## src/fgp_rx_defines.svh

```systemverilog
// FGP receive constants
`ifndef FGP_RX_DEFINES_SVH
`define FGP_RX_DEFINES_SVH

// Ethernet framing
`define ETH_PREAMBLE_BYTE 8'h55
`define ETH_SFD 8'hD5
`define ETH_HEADER_LEN 14

// Frame graphics protocol
`define FGP_ETHERTYPE 16'h88B5
`define FGP_DATA_LEN 48
`define COLORS_PER_FRAME 32

// Video cache RAM geometry
`define VRAM_ADDR_LEN 10
`define COLOR_LEN 12

`endif

```

## src/fgp_rx_pkg.sv

```systemverilog
// FGP receive types
`default_nettype none

`include "fgp_rx_defines.svh"

package fgp_rx_pkg;

	typedef logic [1:0] dibit_t;
	typedef logic [7:0] byte_t;
	typedef logic [15:0] ethertype_t;
	// 4 bits each of red, green and blue
	typedef logic [`COLOR_LEN-1:0] color_t;
	typedef logic [`VRAM_ADDR_LEN-1:0] vram_addr_t;
	// Selects one of 32 blocks of colors
	typedef logic [4:0] fgp_offset_t;
	typedef logic [3:0] header_count_t;
	typedef logic [5:0] data_count_t;

	typedef enum logic [1:0] {asm_idle, asm_preamble, asm_data} assembler_state_e;
	typedef enum logic [1:0] {filt_header, filt_pass, filt_drop} filter_state_e;
	typedef enum logic [1:0] {parse_offset, parse_data, parse_done} parser_state_e;

endpackage

`default_nettype wire

```

## src/fgp_stream_ifs.sv

```systemverilog
// Receive stream interfaces
`default_nettype none

// Byte stream, one byte per valid pulse, no back-pressure
interface byte_stream_if import fgp_rx_pkg::*; ();

	logic valid;
	byte_t data;
	// High with valid on the first byte of a frame
	logic first;
	// Pulse without valid at the end of a frame
	logic frame_end;

	modport src (output valid, data, first, frame_end);
	modport sink (input valid, data, first, frame_end);

endinterface


`default_nettype wire

```

## src/rmii_dibit_assembler.sv

```systemverilog
// RMII dibit to byte assembly
`default_nettype none

`include "fgp_rx_defines.svh"

module rmii_dibit_assembler import fgp_rx_pkg::*; (
	input logic clk,
	input logic eth_rx_downstream_rst,
	input logic crs_dv,
	input dibit_t rxd,
	byte_stream_if.src out
);

	assembler_state_e state;
	byte_t shift_reg;
	byte_t shift_next;
	logic [1:0] dibit_cnt;
	logic first_pending;

	// Dibits arrive least significant first
	assign shift_next = {rxd, shift_reg[7:2]};

	always_ff @(posedge clk) begin
		out.valid <= 1'b0;
		out.first <= 1'b0;
		out.frame_end <= 1'b0;
		if (eth_rx_downstream_rst) begin
			state <= asm_idle;
			dibit_cnt <= '0;
			first_pending <= 1'b0;
		end else begin
			case (state)
				asm_idle: begin
					// Start from a clean window so stale bits cannot fake a delimiter
					if (crs_dv) begin
						shift_reg <= {rxd, 6'b000000};
						state <= asm_preamble;
					end
				end
				asm_preamble: begin
					if (!crs_dv) begin
						state <= asm_idle;
					end else begin
						shift_reg <= shift_next;
						if (shift_next == `ETH_SFD) begin
							state <= asm_data;
							dibit_cnt <= '0;
							first_pending <= 1'b1;
						end
					end
				end
				default: begin
					if (!crs_dv) begin
						// Partial byte is dropped with the frame end
						out.frame_end <= 1'b1;
						state <= asm_idle;
					end else begin
						shift_reg <= shift_next;
						dibit_cnt <= dibit_cnt + 2'd1;
						if (dibit_cnt == 2'd3) begin
							out.valid <= 1'b1;
							out.data <= shift_next;
							out.first <= first_pending;
							first_pending <= 1'b0;
						end
					end
				end
			endcase
		end
	end

endmodule

`default_nettype wire

```

## src/flat_wrapper.sv

```systemverilog
// flat-port wrapper written by rule: the top's interface ports become plain ports
module rmii_dibit_assembler_flat import fgp_rx_pkg::*;
  (clk, eth_rx_downstream_rst, crs_dv, rxd, out_valid, out_data, out_first, out_frame_end);
  byte_stream_if out_i ();
  input logic clk;
  input logic eth_rx_downstream_rst;
  input logic crs_dv;
  input dibit_t rxd;
  output wire logic [$bits(out_i.valid)-1:0] out_valid;
  output wire logic [$bits(out_i.data)-1:0] out_data;
  output wire logic [$bits(out_i.first)-1:0] out_first;
  output wire logic [$bits(out_i.frame_end)-1:0] out_frame_end;
  assign out_valid = out_i.valid;
  assign out_data = out_i.data;
  assign out_first = out_i.first;
  assign out_frame_end = out_i.frame_end;
  rmii_dibit_assembler u_core (.clk(clk), .eth_rx_downstream_rst(eth_rx_downstream_rst), .crs_dv(crs_dv), .rxd(rxd), .out(out_i));
endmodule
```

## config.mk

```make
export PLATFORM = sky130hd
export DESIGN_NAME = rmii_dibit_assembler_flat
export DESIGN_NICKNAME = d
export VERILOG_FILES = /design/src/fgp_rx_pkg.sv /design/src/fgp_stream_ifs.sv /design/src/rmii_dibit_assembler.sv /design/src/flat_wrapper.sv
export VERILOG_INCLUDE_DIRS = /design/src /design/src/src
export SDC_FILE = /design/constraint.sdc
export NUM_CORES = 1
export LEC_CHECK = 0
export BUFFER_PORTS_ARGS = -buffer_cell sky130_fd_sc_hd__buf_2
export CAP_MARGIN = 0
export CORE_MARGIN = 2
export CORE_UTILIZATION = 50
export DETAILED_ROUTE_END_ITERATION = 6
export PLACE_DENSITY = 0.81
export RECOVER_POWER = 50
export SKIP_LAST_GASP = 1
export SLEW_MARGIN = 10
export SYNTH_ARGS = -nofsm -noshare
export SYNTH_HDL_FRONTEND = slang
export SYNTH_SLANG_ARGS = --single-unit
```

## constraint.sdc

```tcl
create_clock -name clk -period 2.1 [get_ports clk]
set_clock_uncertainty 0.15 [all_clocks]
set_input_delay 0 -clock clk [delete_from_list [all_inputs] [get_ports clk]]
set_output_delay 0 -clock clk [all_outputs]
set_load 0.1 [all_outputs]
```

## Word-level counts from Yosys, hierarchy flattened

Index checks and enable logic that the tools add are counted.

| word-level totals | value |
|---|---|
| register bits | 24 |
| bits of input ports | 5 |
| output and inout bits | 11 |

| cells by class | value |
|---|---|
| add/subtract/negate cells | 1 |
| equal/unequal tests | 7 |
| muxes and demuxes | 19 |
| bitwise operators | 5 |
| reductions and logical operators | 11 |

Operators by type and width:

| operator | count |
|---|---|
| two-way mux 8 bit | 3 |
| two-way mux 2 bit | 7 |
| == test 8 bit (second input constant) | 1 |
| one-hot mux 2 bit (2 select lines) | 2 |
| AND reduction 4 bit | 2 |
| two-way mux 1 bit | 6 |
| AND reduction 3 bit | 2 |
| inverter 1 bit | 5 |
| OR reduction 5 bit | 1 |
| OR reduction 4 bit | 1 |
| inequality test 3 x 1 -> 1 bit (second input constant) | 1 |
| inequality test 3 x 2 -> 1 bit (second input constant) | 1 |
| OR reduction 3 bit | 1 |
| adder 2 x 1 -> 2 bit (second input constant) | 1 |
| == test 2 x 1 -> 1 bit (second input constant) | 1 |
| == test 2 bit (second input constant) | 1 |
| zero test 2 bit | 1 |
| inequality test 2 x 1 -> 1 bit (second input constant) | 1 |
| inequality test 2 bit (second input constant) | 1 |
| one-hot mux 1 bit (2 select lines) | 1 |
| AND reduction 2 bit | 1 |
| nonzero test 2 bit | 1 |
| OR reduction 2 bit | 1 |

## Logic depth before layout (Yosys ltp)

Gate-level depths: netlist of the first run.

| depth | value |
|---|---|
| depth in word-level cells | 4 |
| mapped depth | 4 |
| gate-level depth less buffers | 4 |

## Least setup slack after synthesis of the first run

Ideal clock, no wire load.

| timing path | value |
|---|---|
| path type | reg-to-reg |
| from | register u_core.shift_reg[7] |
| to | register u_core.dibit_cnt[1] |
| setup time | 70 ps |
| arrival | 1383 ps |
| data required time | 1880 ps |
| setup slack | 497 ps |
| cell stages (with the launch flop) | 5 |
| buffers on the path | 0 |
| period minus slack after synthesis | 1603 ps |
| path through | edfxtp_1 > and4bb_1 > a31oi_2 > or4b_1 > a21oi_1 |

| between the ends | value |
|---|---|
| word-level cells in the longest chain between the ends | 3 |

RTL lines:

| what | line | source |
|---|---|---|
| start, declared | rmii_dibit_assembler.sv:15 | `byte_t shift_reg;` |
| start signal, assigned | rmii_dibit_assembler.sv:36 | `shift_reg <= {rxd, 6'b000000};` |
| start signal, assigned | rmii_dibit_assembler.sv:44 | `shift_reg <= shift_next;` |
| start signal, assigned | rmii_dibit_assembler.sv:58 | `shift_reg <= shift_next;` |
| == test 8 bit (no source line) | -- |  |
| inequality test 2 x 1 -> 1 bit (no source line) | -- |  |
| AND reduction 3 bit (no source line) | -- |  |
| end signal, assigned | rmii_dibit_assembler.sv:59 | `dibit_cnt <= dibit_cnt + 2'd1;` |
| end, declared | rmii_dibit_assembler.sv:17 | `logic [1:0] dibit_cnt;` |

No other way between the ends.
A chain may end at the register's enable or synchronous reset.

## Final worst setup path of the first run

| timing path | value |
|---|---|
| from | register u_core.shift_reg[7] |
| to | register u_core.dibit_cnt[0] |

Same word-level chain as after synthesis.

==> results_dict.tcl, run 1 <==
set metrics [dict create \
    run_status "finished, final reports clean" \
    grt_pass1_wl_um 1900 \
    powerDensity_nw_per_um2 712 \
    tightest_slew_ps 1170 \
    wire_per_inst_um 12.7 \
    pin_count 16 \
    hold_start "eth_rx_downstream_rst" \
    finalCritPeriodShare 0.935 \
    io_buffers 15 \
    slew_headroom 0.227 \
    r2r-end "u_core.dibit_cnt[0]$_SDFFE_PP0P_" \
    ys_seq_area_frac 0.735 \
    rows 14 \
    via_count 487 \
    viasPerCell 4.97 \
    finalHoldViolCount 0 \
    leakage_nw 0.360 \
    slowest_delay_ps 550 \
    power.switching_uw 134 \
    worstPathRequired_ps 2140 \
    seqPwrFrac 0.689 \
    power_frac_comb 0.037 \
    cp_cell_sequence "and4bb_1, a31oi_2, o21ai_1, a21oi_1, dlygate4sd3_1" \
    dieWidth_um 43.7 \
    cts_setup_buffers 0 \
    drv_slew 0 \
    critPathArrivalTime_ps 2010 \
    dr.pass1.iters 2 \
    ant_nets 0 \
    cp_max_fo 6 \
    finalSetupTns_ps 0 \
    grtUsageTotal 0.140 \
    grt_max_degree 13 \
    cts_made_buffers 3 \
    maxCapViolCount 0 \
    rsz0062_at_grt "false" \
    start_kind "register" \
    avgSynthCellArea_sq_um 13.9 \
    p_clk_frac 0.273 \
    holdPathStages 3 \
    drive_above_1_share 0.146 \
    clkTransAtPathRegs_ps 120 \
    reg2reg_slack_ps 140 \
    clock_path_buffers 2 \
    r2r_start "u_core.shift_reg[7]$_DFFE_PN_" \
    insertedDiodeCount 0 \
    cts_sinks 22 \
    cts_max_level 1 \
    antenna_found_initial 0 \
    holdPathEnd "u_core.dibit_cnt[1]$_SDFFE_PP0P_" \
    area_growth_pct 21.2 \
    intPower_uw 547 \
    reg2regPathDepth 5 \
    die_height_um 43.7 \
    power_uw 681 \
    initial_core_util 0.530 \
    synth_seq_cells 22 \
    fin_nets 89 \
    worst_slack_ps 136 \
    hpwl_um 898 \
    core_area_sq_um 1490 \
    crit_path_end_kind "register" \
    root_buffer "clkbuf_4" \
    timing.hold.ws_ps 281 \
    routed_wl_um 1240 \
    clk_latency_ps 300 \
    post-place-ws_ps 365 \
    overflow 0 \
    syn_inst 57 \
    synth_cell_types 18 \
    max_freq_mhz 509 \
    drc_errors 0 \
    cts_tree "yes" \
    synth_area_sq_um 790 \
    syn_nets 63 \
    netSwitchingFraction 0.197 \
    hp-class "primary input to register" \
    largest_reg_flops 8 \
    cpMaxStageDelayCell "dlygate4sd3_1" \
    first_iter_violations 10 \
    gp_congestion 0.786 \
    n_fill_cell 103 \
    setup_viol 0 \
    die_area_sq_um 1910 \
    final.min_clock_period_ps 1960 \
    yosys_warnings 0 \
    max-vdd-ir-drop_mv 0.386 \
    grt_pass1_vias 452 \
    worstSetupPathType "register to register" \
]
worst max-delay path, delay by kind of cell, from the launching register on:
| family | cells | cell delay [ps] |
|---|---|---|
| buffers and inverters | 1 | 550 |
| AND/OR/NAND/NOR | 1 | 330 |
| flip-flops | 1 | 440 |
| AO/OA/AOI/OAI | 3 | 390 |
timing repair:
action	CTS	global route
gates resized for setup	0	1
setup endpoints to repair	0	1
hold buffers	5	0
endpoints found under the hold margin	11	0
cell usage after synthesis, drive strengths merged:
cell type	instances	share of area
o21ai	2	0.013
nand3	1	0.0063
and2b	1	0.013
edfxtp	14	0.53
ha	1	0.016
a31oi	1	0.016
dfxtp	8	0.20
nand3b	1	0.0095
nor2b	4	0.032
o21a	2	0.019
a21oi	3	0.019
and2	2	0.016
or4b	1	0.013
inv	3	0.014
nand2	4	0.019
and3b	1	0.011
and4bb	1	0.016
nor2	7	0.033
metrics by stage:
step | instance area, sq um | instances | utilization
floorplan | 790 | 57 | -
global placement | 892 | 89 | 0.599
detailed placement | 892 | 89 | 0.599
CTS | 968 | 98 | 0.650
global route | 957 | 98 | 0.643
finish | 957 | 98 | 0.643
logic make-up after synthesis:
kind of cell / share of synthesized area
buffers and inverters: 0.0143
adder cells (fa/ha/maj): 0.0158
AO/OA/AOI/OAI: 0.0665
flip-flops: 0.735
AND/OR/NAND/NOR: 0.168
final cells by class:
cell class / instances / area, sq um / share of cell area
flip-flops and latches: 22 / 581 / 0.607
multi-input cells: 32 / 198 / 0.207
repair buffers: 21 / 121 / 0.127
clock buffers: 3 / 22.5 / 0.0235
well taps: 16 / 20.0 / 0.0209
inverters: 3 / 11.3 / 0.0118
clock inverters: 1 / 3.75 / 0.00392
worst max-delay path by stage:
stage,start,end,cells past startpoint
final,u_core.shift_reg[7]$_DFFE_PN_,u_core.dibit_cnt[0]$_SDFFE_PP0P_,5
after global routing,u_core.shift_reg[7]$_DFFE_PN_,u_core.dibit_cnt[0]$_SDFFE_PP0P_,5
after CTS,u_core.shift_reg[7]$_DFFE_PN_,u_core.dibit_cnt[0]$_SDFFE_PP0P_,5
after detailed placement,u_core.shift_reg[7]$_DFFE_PN_,u_core.dibit_cnt[1]$_SDFFE_PP0P_,4
after global placement,u_core.shift_reg[7]$_DFFE_PN_,u_core.dibit_cnt[1]$_SDFFE_PP0P_,4
after floorplan,u_core.shift_reg[7]$_DFFE_PN_,u_core.dibit_cnt[1]$_SDFFE_PP0P_,4
routing by layer:
layer | up-vias | global-route usage | wire length (um) | share of wire
li1 | 251 | - | - | -
met1 | 222 | 0.169 | 565 | 0.45
met2 | 12 | 0.221 | 604 | 0.49
met3 | 2 | 0.0375 | 53 | 0.043
met4 | 0 | 0.0909 | 20 | 0.016
met5 | - | 0 | 0 | 0
cell usage in the layout, fill, tap and decap left out:
cell type	synthesis	layout
buf_2	0	6
nor2_1	7	7
dlygate4sd3_1	0	5
or4b_1	1	1
nor2b_1	4	4
ha_1	1	1
and3b_1	1	1
o21ai_0	2	1
and2_1	2	2
dfxtp_1	8	8
a21oi_1	3	3
nand2_1	4	4
nand3_1	1	1
o21ai_1	0	1
clkbuf_1	0	9
and4bb_1	1	1
buf_4	0	1
o21a_1	2	2
inv_1	3	3
nand3b_1	1	1
edfxtp_1	14	14
and2b_4	1	1
clkinv_1	0	1
clkbuf_4	0	3
a31oi_2	1	1
power groups by stage:
stage	Combinational (mW)	Clock [mW]	Sequential, mW
finish	0.0254	0.186	0.470
global route	0.0281	0.206	0.470
CTS	0.0260	0.189	0.469
detailed placement	0.0198	0	0.479
global placement	0.0195	0	0.479
floorplan	0.0113	0	0.478
No activity file was read; power rests on OpenSTA's default activity.
==> inputs of run 2 (changes only) <==
--- a/config.mk
+++ b/config.mk
@@ -8,7 +8,6 @@
 export LEC_CHECK = 0
 export BUFFER_PORTS_ARGS = -buffer_cell sky130_fd_sc_hd__buf_2
 export CAP_MARGIN = 0
-export CORE_MARGIN = 2
 export CORE_UTILIZATION = 50
 export DETAILED_ROUTE_END_ITERATION = 6
 export PLACE_DENSITY = 0.81
==> run 2 against run 1 <==
Against the previous run: total power rose by 19%; wire length fell by 5.1%; global-route usage rose by 2.2 points; via count rose by 2.3%; largest cell class unchanged; sequential share of layout area fell by 1.7 points; hold slack improved by 8.9 ps; flip-flop and latch count did not move; die area fell by 8.9%; largest power group unchanged.
==> results_dict.tcl, run 2 (same netlist as run 1, synthesis figures left out) <==
set metrics [dict create \
    worstSetupPathType "register to register" \
    gp_congestion 0.817 \
    via_count 498 \
    clock_path_buffers 2 \
    hpwl_um 861 \
    seqCellArea_sq_um 581 \
    cts_made_buffers 3 \
    n_fill_cell 98 \
    cp_cell_sequence "and4bb_1, a31oi_2, o21ai_1, a21oi_1, dlygate4sd3_1" \
    die_area_sq_um 1740 \
    rsz0062_at_grt "false" \
    max-vdd-ir-drop_mv 0.614 \
    reg2reg_slack_ps 130 \
    max_freq_mhz 509 \
    io_buffers 15 \
    met1Wirelength_um 557 \
    hp-class "primary input to register" \
    grtUsageTotal 0.162 \
    hold_start "eth_rx_downstream_rst" \
    final.min_clock_period_ps 1970 \
    stdcell_area_sq_um 985 \
    slowest_delay_ps 550 \
    layout_common_cells "edfxtp_1 (14), buf_2 (8), dfxtp_1 (8)" \
    setup_viol 0 \
    top_layer "met4" \
    drive_above_1_share 0.183 \
    powerDensity_nw_per_um2 824 \
    critPathArrivalTime_ps 2020 \
    cts_sinks 22 \
    finalCritPeriodShare 0.936 \
    r2r-end "u_core.dibit_cnt[0]$_SDFFE_PP0P_" \
    wire_per_inst_um 12.2 \
    insertedDiodeCount 0 \
    area_growth_pct 24.7 \
    dieWidth_um 41.7 \
    holdPathEnd "u_core.dibit_cnt[1]$_SDFFE_PP0P_" \
    core_area_sq_um 1380 \
    viasPerCell 5.13 \
    drv_slew 0 \
    run_status "finished, final reports clean" \
    ant_nets 0 \
    dr_wl_met2_um 539 \
    crit_path_end_kind "register" \
    tightest_slew_ps 1160 \
    grt_pass1_vias 462 \
    initial_core_util 0.571 \
    fin_nets 89 \
    layout_commonest_cell "edfxtp_1" \
    maxCapViolCount 0 \
    grt_pass1_wl_um 2040 \
    start_kind "register" \
    first_iter_violations 5 \
    dr_wl_met3_um 40 \
    slew_headroom 0.231 \
    cp_max_fo 6 \
    multi_input_area_sq_um 198 \
    pin_count 16 \
    cts_max_level 1 \
    holdPathStages 3 \
    antenna_found_initial 0 \
    cpMaxStageDelayCell "dlygate4sd3_1" \
    finalSetupTns_ps 0 \
    root_buffer "clkbuf_4" \
    placed_area_sq_um 891 \
    reg2regPathDepth 5 \
    rows 13 \
    cts_tree "yes" \
    grt_max_degree 14 \
    drc_errors 0 \
    clk_latency_ps 300 \
    leakage_nw 0.378 \
    dr.pass1.iters 4 \
    r2r_start "u_core.shift_reg[7]$_DFFE_PN_" \
    largest_reg_flops 8 \
    routed_wl_um 1180 \
    worstPathRequired_ps 2150 \
    overflow 0 \
    clkTransAtPathRegs_ps 120 \
    die_height_um 41.7 \
    finalHoldViolCount 0 \
]
run 2: cell types whose count changed in the layout (fill, tap and decap cells not counted), sizes merged:
| cell | previous run | this run |
|---|---|---|
| clkinv | 1 | 0 |
| clkbuf | 12 | 10 |
| buf | 7 | 9 |
| bufinv | 0 | 1 |
run 2: routing by layer:
metal | global-route usage | vias up
li1 | - | 252
met1 | 0.205 | 222
met2 | 0.250 | 17
met3 | 0.0261 | 7
met4 | 0.116 | 0
met5 | 0 | -
run 2: worst max-delay path: cells and delay by family, from the launching register on:
| kind | cells | cell delay (ps) |
|---|---|---|
| AO/OA/AOI/OAI | 3 | 380 |
| buffers and inverters | 1 | 550 |
| flip-flops | 1 | 430 |
| AND/OR/NAND/NOR | 1 | 340 |
run 2: how the worst max path moves through the flow:
stage / cells past startpoint / endpoint / slack, ps / startpoint
2_1_floorplan: 4 / u_core.dibit_cnt[1]$_SDFFE_PP0P_ / 500 / u_core.shift_reg[7]$_DFFE_PN_
3_3_place_gp: 4 / u_core.dibit_cnt[1]$_SDFFE_PP0P_ / 450 / u_core.shift_reg[7]$_DFFE_PN_
3_5_place_dp: 4 / u_core.dibit_cnt[1]$_SDFFE_PP0P_ / 340 / u_core.shift_reg[7]$_DFFE_PN_
4_1_cts: 5 / u_core.dibit_cnt[0]$_SDFFE_PP0P_ / 110 / u_core.shift_reg[7]$_DFFE_PN_
5_1_grt: 5 / u_core.dibit_cnt[0]$_SDFFE_PP0P_ / 8 / u_core.shift_reg[2]$_SDFFCE_PP0N_
6_report: 5 / u_core.dibit_cnt[0]$_SDFFE_PP0P_ / 130 / u_core.shift_reg[7]$_DFFE_PN_
run 2: area by class of cell:
cell class              count  share of cell area
clock inverters             1              0.0305
multi-input cells          32               0.201
clock buffers               3              0.0229
inverters                   3              0.0114
flip-flops and latches     22               0.590
repair buffers             21               0.126
well taps                  15              0.0191
run 2: per-stage QoR:
step | hold WS (ps) | util | setup slack (ps) | power [mW] | std cells
final | 290 | 0.712 | 135 | 0.811 | 97
after global routing | 308 | 0.712 | 8.18 | 0.838 | 97
after CTS | 250 | 0.719 | 109 | 0.819 | 97
after detailed placement | 43.1 | 0.644 | 337 | 0.500 | 88
after global placement | 37.3 | 0.644 | 448 | 0.498 | 88
after floorplan | -80.9 | - | 497 | 0.489 | 57
run 2: where the power goes:
group          internal [mW]  leakage (nW)  switching (mW)
Clock                  0.193        0.0279           0.123
Sequential             0.466         0.195         0.00469
Combinational         0.0122         0.155          0.0127
run 2: timing repair:
action | CTS | global route
setup endpoints to repair | 0 | 1
resized for setup | 0 | 1
hold buffers | 5 | 0
buffers inserted | 0 | 0
hold endpoints to repair | 11 | 0
