==> config.mk <==
export PLATFORM = sky130hd
export DESIGN_NAME = ethertype_filter_flat
export DESIGN_NICKNAME = d
export VERILOG_FILES = /design/src/fgp_rx_pkg.sv /design/src/fgp_stream_ifs.sv /design/src/ethertype_filter.sv /design/src/flat_wrapper.sv
export VERILOG_INCLUDE_DIRS = /design/src /design/src/src
export SDC_FILE = /design/constraint.sdc
export NUM_CORES = 1
export LEC_CHECK = 0
export BUFFER_PORTS_ARGS = -buffer_cell sky130_fd_sc_hd__buf_4
export CAP_MARGIN = 15
export CELL_PAD_IN_SITES_DETAIL_PLACEMENT = 0
export CELL_PAD_IN_SITES_GLOBAL_PLACEMENT = 1
export CORE_AREA = 2 2 60 51
export CTS_CLUSTER_DIAMETER = 50
export DETAILED_ROUTE_END_ITERATION = 10
export DIE_AREA = 0 0 62 53
export MAX_ROUTING_LAYER = met4
export PLACE_DENSITY = 0.72
export SYNTH_ARGS = -nofsm -noshare
export SYNTH_HDL_FRONTEND = slang
export SYNTH_SLANG_ARGS = --single-unit
==> constraint.sdc <==
create_clock -name clk -period 1.6 [get_ports clk]
set_input_delay 0.08 -clock clk [delete_from_list [all_inputs] [get_ports clk]]
set_output_delay 0.08 -clock clk [all_outputs]
set_load 0.1 [all_outputs]
==> src/fgp_rx_defines.svh <==
// FGP receive constants
`ifndef FGP_RX_DEFINES_SVH
`define FGP_RX_DEFINES_SVH

// Ethernet framing
`define ETH_PREAMBLE_BYTE 8'h55
`define ETH_SFD 8'hD5
`define ETH_HEADER_LEN 14

// Frame graphics protocol
`define FGP_ETHERTYPE 16'h88B5
`define FGP_DATA_LEN 48
`define COLORS_PER_FRAME 32

// Video cache RAM geometry
`define VRAM_ADDR_LEN 10
`define COLOR_LEN 12

`endif

==> src/fgp_rx_pkg.sv <==
// FGP receive types
`default_nettype none

`include "fgp_rx_defines.svh"

package fgp_rx_pkg;

	typedef logic [1:0] dibit_t;
	typedef logic [7:0] byte_t;
	typedef logic [15:0] ethertype_t;
	// 4 bits each of red, green and blue
	typedef logic [`COLOR_LEN-1:0] color_t;
	typedef logic [`VRAM_ADDR_LEN-1:0] vram_addr_t;
	// Selects one of 32 blocks of colors
	typedef logic [4:0] fgp_offset_t;
	typedef logic [3:0] header_count_t;
	typedef logic [5:0] data_count_t;

	typedef enum logic [1:0] {asm_idle, asm_preamble, asm_data} assembler_state_e;
	typedef enum logic [1:0] {filt_header, filt_pass, filt_drop} filter_state_e;
	typedef enum logic [1:0] {parse_offset, parse_data, parse_done} parser_state_e;

endpackage

`default_nettype wire

==> src/fgp_stream_ifs.sv <==
// Receive stream interfaces
`default_nettype none

// Byte stream, one byte per valid pulse, no back-pressure
interface byte_stream_if import fgp_rx_pkg::*; ();

	logic valid;
	byte_t data;
	// High with valid on the first byte of a frame
	logic first;
	// Pulse without valid at the end of a frame
	logic frame_end;

	modport src (output valid, data, first, frame_end);
	modport sink (input valid, data, first, frame_end);

endinterface


`default_nettype wire

==> src/ethertype_filter.sv <==
// Ethernet header strip and ethertype filter
`default_nettype none

`include "fgp_rx_defines.svh"

module ethertype_filter import fgp_rx_pkg::*; (
	input logic clk,
	input logic eth_rx_downstream_rst,
	byte_stream_if.sink in,
	byte_stream_if.src out
);

	filter_state_e state;
	header_count_t hdr_cnt;
	header_count_t byte_idx;
	ethertype_t ethertype;
	logic first_pending;

	// A first byte always restarts the header count
	assign byte_idx = in.first ? '0 : hdr_cnt;

	always_ff @(posedge clk) begin
		out.valid <= 1'b0;
		out.first <= 1'b0;
		out.frame_end <= 1'b0;
		if (eth_rx_downstream_rst) begin
			state <= filt_header;
			hdr_cnt <= '0;
			first_pending <= 1'b0;
		end else if (in.frame_end) begin
			out.frame_end <= (state == filt_pass);
			state <= filt_header;
			hdr_cnt <= '0;
		end else if (in.valid) begin
			if (in.first || state == filt_header) begin
				state <= filt_header;
				hdr_cnt <= byte_idx + 4'd1;
				// Ethertype is big-endian in bytes 12 and 13
				if (byte_idx >= header_count_t'(`ETH_HEADER_LEN - 2)) begin
					ethertype <= {ethertype[7:0], in.data};
				end
				if (byte_idx == header_count_t'(`ETH_HEADER_LEN - 1)) begin
					if ({ethertype[7:0], in.data} == `FGP_ETHERTYPE) begin
						state <= filt_pass;
						first_pending <= 1'b1;
					end else begin
						state <= filt_drop;
					end
				end
			end else if (state == filt_pass) begin
				out.valid <= 1'b1;
				out.data <= in.data;
				out.first <= first_pending;
				first_pending <= 1'b0;
			end
		end
	end

endmodule

`default_nettype wire

==> src/flat_wrapper.sv <==
// flat-port wrapper written by rule: the top's interface ports become plain ports
module ethertype_filter_flat import fgp_rx_pkg::*;
  (clk, eth_rx_downstream_rst, in_valid, in_data, in_first, in_frame_end, out_valid, out_data, out_first, out_frame_end);
  byte_stream_if in_i ();
  byte_stream_if out_i ();
  input logic clk;
  input logic eth_rx_downstream_rst;
  input wire logic [$bits(in_i.valid)-1:0] in_valid;
  input wire logic [$bits(in_i.data)-1:0] in_data;
  input wire logic [$bits(in_i.first)-1:0] in_first;
  input wire logic [$bits(in_i.frame_end)-1:0] in_frame_end;
  output wire logic [$bits(out_i.valid)-1:0] out_valid;
  output wire logic [$bits(out_i.data)-1:0] out_data;
  output wire logic [$bits(out_i.first)-1:0] out_first;
  output wire logic [$bits(out_i.frame_end)-1:0] out_frame_end;
  assign in_i.valid = in_valid;
  assign in_i.data = in_data;
  assign in_i.first = in_first;
  assign in_i.frame_end = in_frame_end;
  assign out_valid = out_i.valid;
  assign out_data = out_i.data;
  assign out_first = out_i.first;
  assign out_frame_end = out_i.frame_end;
  ethertype_filter u_core (.clk(clk), .eth_rx_downstream_rst(eth_rx_downstream_rst), .in(in_i), .out(out_i));
endmodule
# [After elaboration in Yosys (flattened, before gate mapping)]
# Cells that the tools add are included.
[totals] ff_bits=26 in_bits=13 word_cells=39
[op_classes] n_addsub=1 n_lt_le_gt_ge=1 eq_ne=5 n_mux=8 bitwise=5 reduce_logical=11
[ops] operator="16-bit == test (second input constant)" count=1
[ops] operator="5-bit AND reduction" count=3
[ops] operator="1-bit two-way mux" count=5
[ops] operator="1-bit inverter" count=5
[ops] operator="5-bit OR reduction" count=1
[ops] operator="4-bit by 1-bit adder with 4-bit output (second input constant)" count=1
[ops] operator="4-bit == test (second input constant)" count=1
[ops] operator="4-bit greater-or-equal comparator (second input constant)" count=1
[ops] operator="2-bit two-way mux" count=2
[ops] operator="4-bit two-way mux" count=1
[ops] operator="2-bit != test (second input constant)" count=2
[ops] operator="2-bit OR reduction" count=2
[ops] operator="4-bit OR reduction" count=1
[ops] operator="2-bit by 1-bit == test with 1-bit output (second input constant)" count=1
[ops] operator="2-bit logical NOT" count=1
[ops] operator="2-bit AND reduction" count=1
[ops] operator="2-bit nonzero test" count=1
[ops] operator="1-bit logical OR" count=1

# [Depth between registers and ports, before layout]
# Gate-level depths: netlist of run 1.
[logic_depth] ltp_word=4 ltp_mapped=6 mapped_depth_nobuf=6

# [Worst setup path before layout of run 1]
# OpenSTA, ideal clock, no wires.
[synth_timing] path_kind="register -> register" from="register u_core.state[1]" to="register u_core.ethertype[0], enable pin" setup_ps=332 arrival_time_ps=1056 required_time_ps=1268 slack_ps=212 stages_incl_launch_ff=4 cell_sequence="dfxtp_1 > o21bai_1 > and2_1 > and3_1"
[synth_between] elab_chain_cells=3
[synth_lines] element="start: declaration" line="ethertype_filter.sv:13" source="filter_state_e state;"
[synth_lines] element="start signal: assignment" line="ethertype_filter.sv:27" source="state <= filt_header;"
[synth_lines] element="start signal: assignment" line="ethertype_filter.sv:32" source="state <= filt_header;"
[synth_lines] element="start signal: assignment" line="ethertype_filter.sv:36" source="state <= filt_header;"
[synth_lines] element="2-bit logical NOT" line="ethertype_filter.sv:35" source="if (in.first || state == filt_header) begin"
[synth_lines] element="1-bit logical OR" line="ethertype_filter.sv:35"
[synth_lines] element="5-bit AND reduction (no source line)"
[synth_lines] element="end signal: assignment" line="ethertype_filter.sv:40" source="ethertype <= {ethertype[7:0], in.data};"
[synth_lines] element="end: declaration" line="ethertype_filter.sv:16" source="ethertype_t ethertype;"
# No other way between the ends.
# A chain may end at the register's enable or synchronous reset.

# [Worst setup path after layout of run 1]
[layout_timing] from="register u_core.state[1]" to="register u_core.hdr_cnt[3]"
[layout_between] elab_chain_cells=3
[layout_lines] element="2-bit logical NOT" line="ethertype_filter.sv:35"
[layout_lines] element="1-bit logical OR" line="ethertype_filter.sv:35"
[layout_lines] element="2-bit AND reduction (no source line)"
[layout_lines] element="end signal: assignment" line="ethertype_filter.sv:37" source="hdr_cnt <= byte_idx + 4'd1;"
[layout_lines] element="end: declaration" line="ethertype_filter.sv:14" source="header_count_t hdr_cnt;"
# No other way between the ends.

==> results of run 1 <==
==> registers in the layout (all words and copies together) (netlist names) <==
register	flops
u_core.out.valid	1
u_core.out.first	1
u_core.out.frame_end	1
u_core.state	2
u_core.out.data	8
u_core.hdr_cnt	4
u_core.ethertype	8
u_core.first_pending	1
==> worst reg2reg max path: stages, from the launching register on <==
cell and delay, ns:
sky130_fd_sc_hd__dfxtp_1 0.34, sky130_fd_sc_hd__buf_4 0.15, sky130_fd_sc_hd__or3b_1 0.39, sky130_fd_sc_hd__or3_1 0.35
sky130_fd_sc_hd__a21oi_1 0.13
==> final cells by class <==
class | count | area (um^2) | share of cell area, %
clock buffer | 3 | 22.5 | 1.62
timing repair buffer | 35 | 285 | 20.5
inverter | 2 | 7.51 | 0.539
tap | 38 | 47.5 | 3.41
sequential | 26 | 681 | 48.9
clock inverter | 1 | 30.0 | 2.16
multi-input combinational | 46 | 319 | 22.9
==> worst max-delay path by stage <==
stage | startpoint | end | slack [ns] | cells past startpoint
6_report | u_core.state[1]$_SDFFE_PP0P_ | u_core.hdr_cnt[3]$_SDFFE_PP0P_ | 0.18 | 4
5_1_grt | u_core.state[1]$_SDFFE_PP0P_ | u_core.hdr_cnt[3]$_SDFFE_PP0P_ | 0.11 | 4
4_1_cts | u_core.state[1]$_SDFFE_PP0P_ | u_core.ethertype[6]$_DFFE_PP_ | 0.09 | 3
3_5_place_dp | u_core.state[1]$_SDFFE_PP0P_ | u_core.ethertype[4]$_DFFE_PP_ | 0.12 | 3
3_3_place_gp | u_core.state[1]$_SDFFE_PP0P_ | u_core.ethertype[4]$_DFFE_PP_ | 0.19 | 3
2_1_floorplan | u_core.state[1]$_SDFFE_PP0P_ | u_core.ethertype[0]$_DFFE_PP_ | 0.21 | 3
==> routing by layer <==
metal / up-vias / routed length (um) / global-route usage, %
met4: 0 / 19 / 5.32
met2: 24 / 829 / 18.4
met3: 2 / 93 / 5.13
met5: - / 0 / -
met1: 340 / 960 / 18.5
li1: 368 / - / -
==> cell usage after synthesis (2+ instances only) <==
cell type	instances	area [um^2]
sky130_fd_sc_hd__inv_1	2	7.51
sky130_fd_sc_hd__nor2b_1	2	12.5
sky130_fd_sc_hd__nand4_1	2	12.5
sky130_fd_sc_hd__nor2_1	3	11.3
sky130_fd_sc_hd__a211oi_1	4	30.0
sky130_fd_sc_hd__nor4bb_1	2	20.0
sky130_fd_sc_hd__a21oi_1	4	20.0
sky130_fd_sc_hd__nand2_1	2	7.51
sky130_fd_sc_hd__nor4b_1	2	17.5
sky130_fd_sc_hd__o21ai_0	2	10.0
sky130_fd_sc_hd__edfxtp_1	16	480
sky130_fd_sc_hd__and3_1	2	12.5
sky130_fd_sc_hd__dfxtp_1	10	200
sky130_fd_sc_hd__and2_1	2	12.5
sky130_fd_sc_hd__ha_1	2	25.0
sky130_fd_sc_hd__o21ai_1	2	10.0
==> timing repair <==
| action | in CTS | in global routing |
|---|---|---|
| endpoints found under the setup margin | 0 | 2 |
| hold endpoints to repair | 17 | 0 |
| hold buffers | 9 | 0 |
| resized for setup | 0 | 1 |
==> per-stage QoR <==
step / std cells / setup WS, ns / cell area [um^2]
final: 151 / 0.183 / 1390
after detailed placement: 138 / 0.124 / 1250
after global routing: 151 / 0.109 / 1390
after CTS: 151 / 0.0918 / 1390
after global placement: 138 / 0.193 / 1250
after floorplan: 76 / 0.212 / 1020
==> logic make-up (layout without fill, tap and decap cells) <==
logic type	after synthesis	count (layout)	share of synthesized area (%)
AO/OA/AOI/OAI	17	17	10.6
adder cells (fa/ha/maj)	2	2	2.46
buffers and inverters	4	41	1.85
flip-flops	26	26	66.9
AND/OR/NAND/NOR	27	27	18.2
==> power by group <==
group | internal [mW] | switching [mW] | total [mW]
clock | 0.253 | 0.190 | 0.443
combinational | 0.0444 | 0.0320 | 0.0764
sequential | 0.711 | 0.00158 | 0.713
total | 1.01 | 0.224 | 1.23
==> run_results.csv, run 1 <==
group,metric,value,unit
power_and_ir_drop,vdd_ir_drop_max,0.439,mV
hold_path,min_delay_path_depth,3,
setup_path,timing.critical_path.to_type,"flop",
cts,clock_tree_buffer_depth,2,
logic_synthesis,synthesis_warnings,0,
setup_path,arrival,1.68,ns
die,die_x,62,um
layout,layout_commonest_cell,"sky130_fd_sc_hd__buf_4",
layout,layout.filler_cells,228,
layout,postLayoutCoreUtil,52.4,%
cts,cts_setup_buffers,0,
layout,insertedDiodeCount,0,
setup_path,cp_top_family,"simple AND/OR/NAND/NOR gates",
setup_path,critical_path.reg2reg.startpoint,"u_core.state[1]$_SDFFE_PP0P_",
power_and_ir_drop,cellPowerDensity,885,nW/um^2
logic_synthesis,count_of_flip_flops_with_a_built_in_enable_after_synthesis,16,
timing,report.final.hold_viol_count,0,
die,row_count,17,
setup_path,worst-setup-path-type,"flop to flop",
setup_path,worst_path_max_delay_cell,"sky130_fd_sc_hd__or3b_1",
placement,place_congestion,0.761,
setup_path,path_buf_inv,1,
grt,globalRouteOverflowTotal,0,
layout,post_route_cells_drive_above_1_share,27.4,%
cts,cts_made_buffers,3,
placement,placement.io_buffers,23,
timing,final_period_minus_worst_setup_slack,1.42,ns
timing,tightest_slew,0.306,ns
logic_synthesis,postSynthRegisterBits,26,
timing,number_of_max_slew_violations_in_the_final_report,0,
layout,nNetsFinal,129,
layout,layout_common_cells,"26 x sky130_fd_sc_hd__buf_4, 16 x sky130_fd_sc_hd__edfxtp_1, 10 x sky130_fd_sc_hd__dfxtp_1, 9 x sky130_fd_sc_hd__dlygate4sd3_1",
hold_path,hold_path_startpoint,"in_frame_end",
logic_synthesis,yosys_most_used_dff,"sky130_fd_sc_hd__edfxtp_1",
timing,rsz0062_at_grt,"false",
grt,first_global_vias,673,
timing,slew_headroom,79.3,%
cts,tritoncts,"yes",
setup_path,reg2reg_to,"u_core.hdr_cnt[3]$_SDFFE_PP0P_",
route,wirelength,1.90,mm
logic_synthesis,seq_area_frac_synth,66.9,%
timing,finalSetupViolCount,0,
route,drc,0,
route,num_vias,734,
cts,cts.sinks,26,
setup_path,cp_cell_sequence,"buf_4, or3b_1, or3_1, a21oi_1",
timing,worst_slack_on_hold_paths,0.0339,ns
route,first_pass_iters,4,
cts,clkTransAtPathRegs,0.14,ns
die,dieArea,3290,um^2
grt,antenna_violations_before_repair,0,
logic_synthesis,synthesis.area_per_instance,13.4,um^2
logic_synthesis,synth-async-reset-ratio,0,%
hold_path,worst_hold_path.endpoint,"u_core.first_pending$_SDFFE_PP0P_",
route,initialDrtViolationCount,21,
setup_path,internal_reg_to_reg_setup_slack,0.18,ns
logic_synthesis,synth_fp_nets,91,
cts,clkLatencyLatePin,0.32,ns
cts,clk_root_buffer_cell,"sky130_fd_sc_hd__clkbuf_4",
setup_path,crit_path_max_incr_delay,0.39,ns
die,start_util,38.3,%
timing,fin_worst_skew,0.00741,ns
logic_synthesis,syn-instance-count,76,
power_and_ir_drop,leakage,0.532,nW
grt,track_usage,13.7,%
timing,final_min_period_over_clock_period,88.6,%
status,outcome,"finished clean",
hold_path,timing.hold.worst.class,"input pin to flop",
logic_synthesis,synth_cell_types,33,
setup_path,worst_setup_path_start_kind,"flop",
setup_path,crit_required,1.86,ns
logic_synthesis,synth.cell_area,1020,um^2
setup_path,crit_path_max_fanout,7,
layout,flow.area_growth_from_synthesis,36.9,%
setup_path,worstRegToRegCells,4,
route,postRouteAntennaNets,0,
timing,setup_tns,0,ns
route,via_per_inst,4.86,
die,coreArea,2660,um^2
grt,grt_start_max_net_pins,16,
die,die_h,53,um
placement,dpl.hpwl,1.32,mm
route,detail_route.wl_per_cell,12.6,um
power_and_ir_drop,design_power_total,1.23,mW
die,io-pin-count,24,
job,max_cap_viol_count,0,
grt,grt_first_pass_wirelength,3.11,mm
cts,htreeDepth,1,
timing,maximum_achievable_frequency,0.706,GHz
No activity file was read; power rests on OpenSTA's default activity.
==> inputs of run 2 (changes only) <==
--- a/config.mk
+++ b/config.mk
@@ -16,6 +16,7 @@
 export DIE_AREA = 0 0 62 53
 export MAX_ROUTING_LAYER = met4
 export PLACE_DENSITY = 0.72
+export REMOVE_ABC_BUFFERS = 1
 export SYNTH_ARGS = -nofsm -noshare
 export SYNTH_HDL_FRONTEND = slang
 export SYNTH_SLANG_ARGS = --single-unit
==> run 2 against run 1 <==
  * Design area increased by 0.72%
  * Die area unchanged
  * Clock power decreased by 1%
  * Non-clock buffer count increased by 1
  * Sequential power about the same
  * First-iteration DRC count decreased by 14%
  * Combinational power increased by 2%
  * Critical endpoint unchanged
  * Highest routed layer unchanged
==> run_results.csv, run 2 (same netlist as run 1, synthesis figures left out) <==
group,metric,value,unit
cts,htreeDepth,1,
grt,antenna_violations_before_repair,0,
route,postRouteAntennaNets,0,
route,topRoutingLayerUsed,"met4",
placement,post_dp_cell_area,1250,um^2
layout,flow.area_growth_from_synthesis,37.9,%
cts,clkLatencyLatePin,0.32,ns
cts,cts_setup_buffers,0,
timing,slew_headroom,82.5,%
route,num_vias,725,
timing,rsz0062_at_grt,"false",
layout,fin_area,1400,um^2
timing,final_critical_path_setup_slack,0.184,ns
timing,final_min_period_over_clock_period,88.5,%
setup_path,crit_path_max_fanout,7,
route,drc,0,
layout,layout_common_cells,"26 x sky130_fd_sc_hd__buf_4, 16 x sky130_fd_sc_hd__edfxtp_1, 10 x sky130_fd_sc_hd__dlygate4sd3_1, 10 x sky130_fd_sc_hd__dfxtp_1",
setup_path,worst-setup-path-type,"flop to flop",
grt,track_usage,13.1,%
cts,clk_root_buffer_cell,"sky130_fd_sc_hd__clkbuf_4",
grt,globalRouteOverflowTotal,0,
route,met2_wirelength_from_detailed_routing,823,um
cts,clkTransAtPathRegs,0.14,ns
cts,cts.sinks,26,
route,routed-wl-met3,88,um
setup_path,timing.critical_path.to_type,"flop",
power_and_ir_drop,design_power_total,1.23,mW
setup_path,arrival,1.68,ns
layout,post_route_cells_drive_above_1_share,27.2,%
timing,final_period_minus_worst_setup_slack,1.42,ns
die,die_x,62,um
layout,insertedDiodeCount,0,
grt,first_global_vias,684,
placement,dpl.hpwl,1.37,mm
layout,biggestRegsByFlops,"u_core.ethertype: 8 flops, u_core.out.data: 8 flops, u_core.hdr_cnt: 4 flops",
placement,placement.setup.worst_slack,0.112,ns
route,first_pass_iters,4,
die,die_h,53,um
job,max_cap_viol_count,0,
cts,clock_tree_buffer_depth,2,
die,io-pin-count,24,
die,row_count,17,
status,outcome,"finished clean",
placement,place_congestion,0.767,
setup_path,worst_setup_path_start_kind,"flop",
die,start_util,38.3,%
placement,placement.io_buffers,23,
die,dieArea,3290,um^2
timing,tightest_slew,0.259,ns
timing,finalSetupViolCount,0,
route,wirelength,1.90,mm
timing,report.final.hold_viol_count,0,
cts,cts_made_buffers,3,
power_and_ir_drop,cellPowerDensity,876,nW/um^2
timing,number_of_max_slew_violations_in_the_final_report,0,
power_and_ir_drop,vdd_ir_drop_max,0.702,mV
route,via_per_inst,4.77,
cts,tritoncts,"yes",
layout,nNetsFinal,130,
grt,grt_start_max_net_pins,16,
route,wl_met1,967,um
setup_path,crit_required,1.86,ns
route,initialDrtViolationCount,18,
route,detail_route.wl_per_cell,12.5,um
hold_path,timing.hold.worst.class,"input pin to flop",
timing,setup_tns,0,ns
power_and_ir_drop,leakage,0.536,nW
die,coreArea,2660,um^2
timing,maximum_achievable_frequency,0.706,GHz
grt,grt_first_pass_wirelength,2.95,mm
timing,fin_worst_skew,0.0109,ns
layout,layout_commonest_cell,"sky130_fd_sc_hd__buf_4",
[run 2: final cells by class]
type / instances / area, um^2
Clock inverter: 1 / 30.0
Tap cell: 38 / 47.5
Multi-Input combinational cell: 46 / 319
Timing Repair Buffer: 36 / 295
Sequential cell: 26 / 681
Clock buffer: 3 / 22.5
Fill cell: 229 / 1260
Inverter: 2 / 7.51
[run 2: worst paths after layout]
kind | depth (start not counted) | start | to | slack, ns
hold / removal | 3 | in_valid | u_core.hdr_cnt[2]$_SDFFE_PP0P_ | 0.09
hold reg to reg | 1 | u_core.first_pending$_SDFFE_PP0P_ | u_core.out.first$_SDFF_PP0_ | 0.46
setup reg to reg | 4 | u_core.state[1]$_SDFFE_PP0P_ | u_core.hdr_cnt[3]$_SDFFE_PP0P_ | 0.18
setup / recovery | 4 | u_core.state[1]$_SDFFE_PP0P_ | u_core.hdr_cnt[3]$_SDFFE_PP0P_ | 0.18
[run 2: critical path, cell delays in order (launching register included)]
cell and delay [ns]:
sky130_fd_sc_hd__dfxtp_1 0.34, sky130_fd_sc_hd__buf_4 0.16, sky130_fd_sc_hd__or3b_1 0.39, sky130_fd_sc_hd__or3_1 0.35
sky130_fd_sc_hd__a21oi_1 0.14
[run 2: layer usage]
metal | up-vias | global-route usage [%]
met5 | - | -
met4 | 0 | 5.67
met3 | 2 | 4.65
met2 | 16 | 18.6
met1 | 337 | 16.7
li1 | 370 | -
[run 2: what timing repair did]
item / CTS / global route
hold buffers: 9 / 1
hold endpoints to repair: 17 / 1
gates resized for setup: 0 / 1
setup endpoints to repair: 0 / 8
[run 2: report_power, final]
part	leakage (nW)	total, mW	switching, mW	internal, mW
Combinational	0.283	0.0779	0.0319	0.0460
Clock	0.0279	0.438	0.185	0.253
Sequential	0.225	0.713	0.00166	0.711
[run 2: metrics by stage]
| stage | instances | hold slack, ns | util (%) |
|---|---|---|---|
| 6_report | 152 | 0.0900 | 52.8 |
| 5_1_grt | 152 | 0.103 | 52.8 |
| 4_1_cts | 151 | 0.00802 | 52.3 |
| 3_5_place_dp | 138 | 0.276 | 47.0 |
| 3_3_place_gp | 138 | 0.276 | 47.0 |
| 2_1_floorplan | 74 | 0.158 | - |
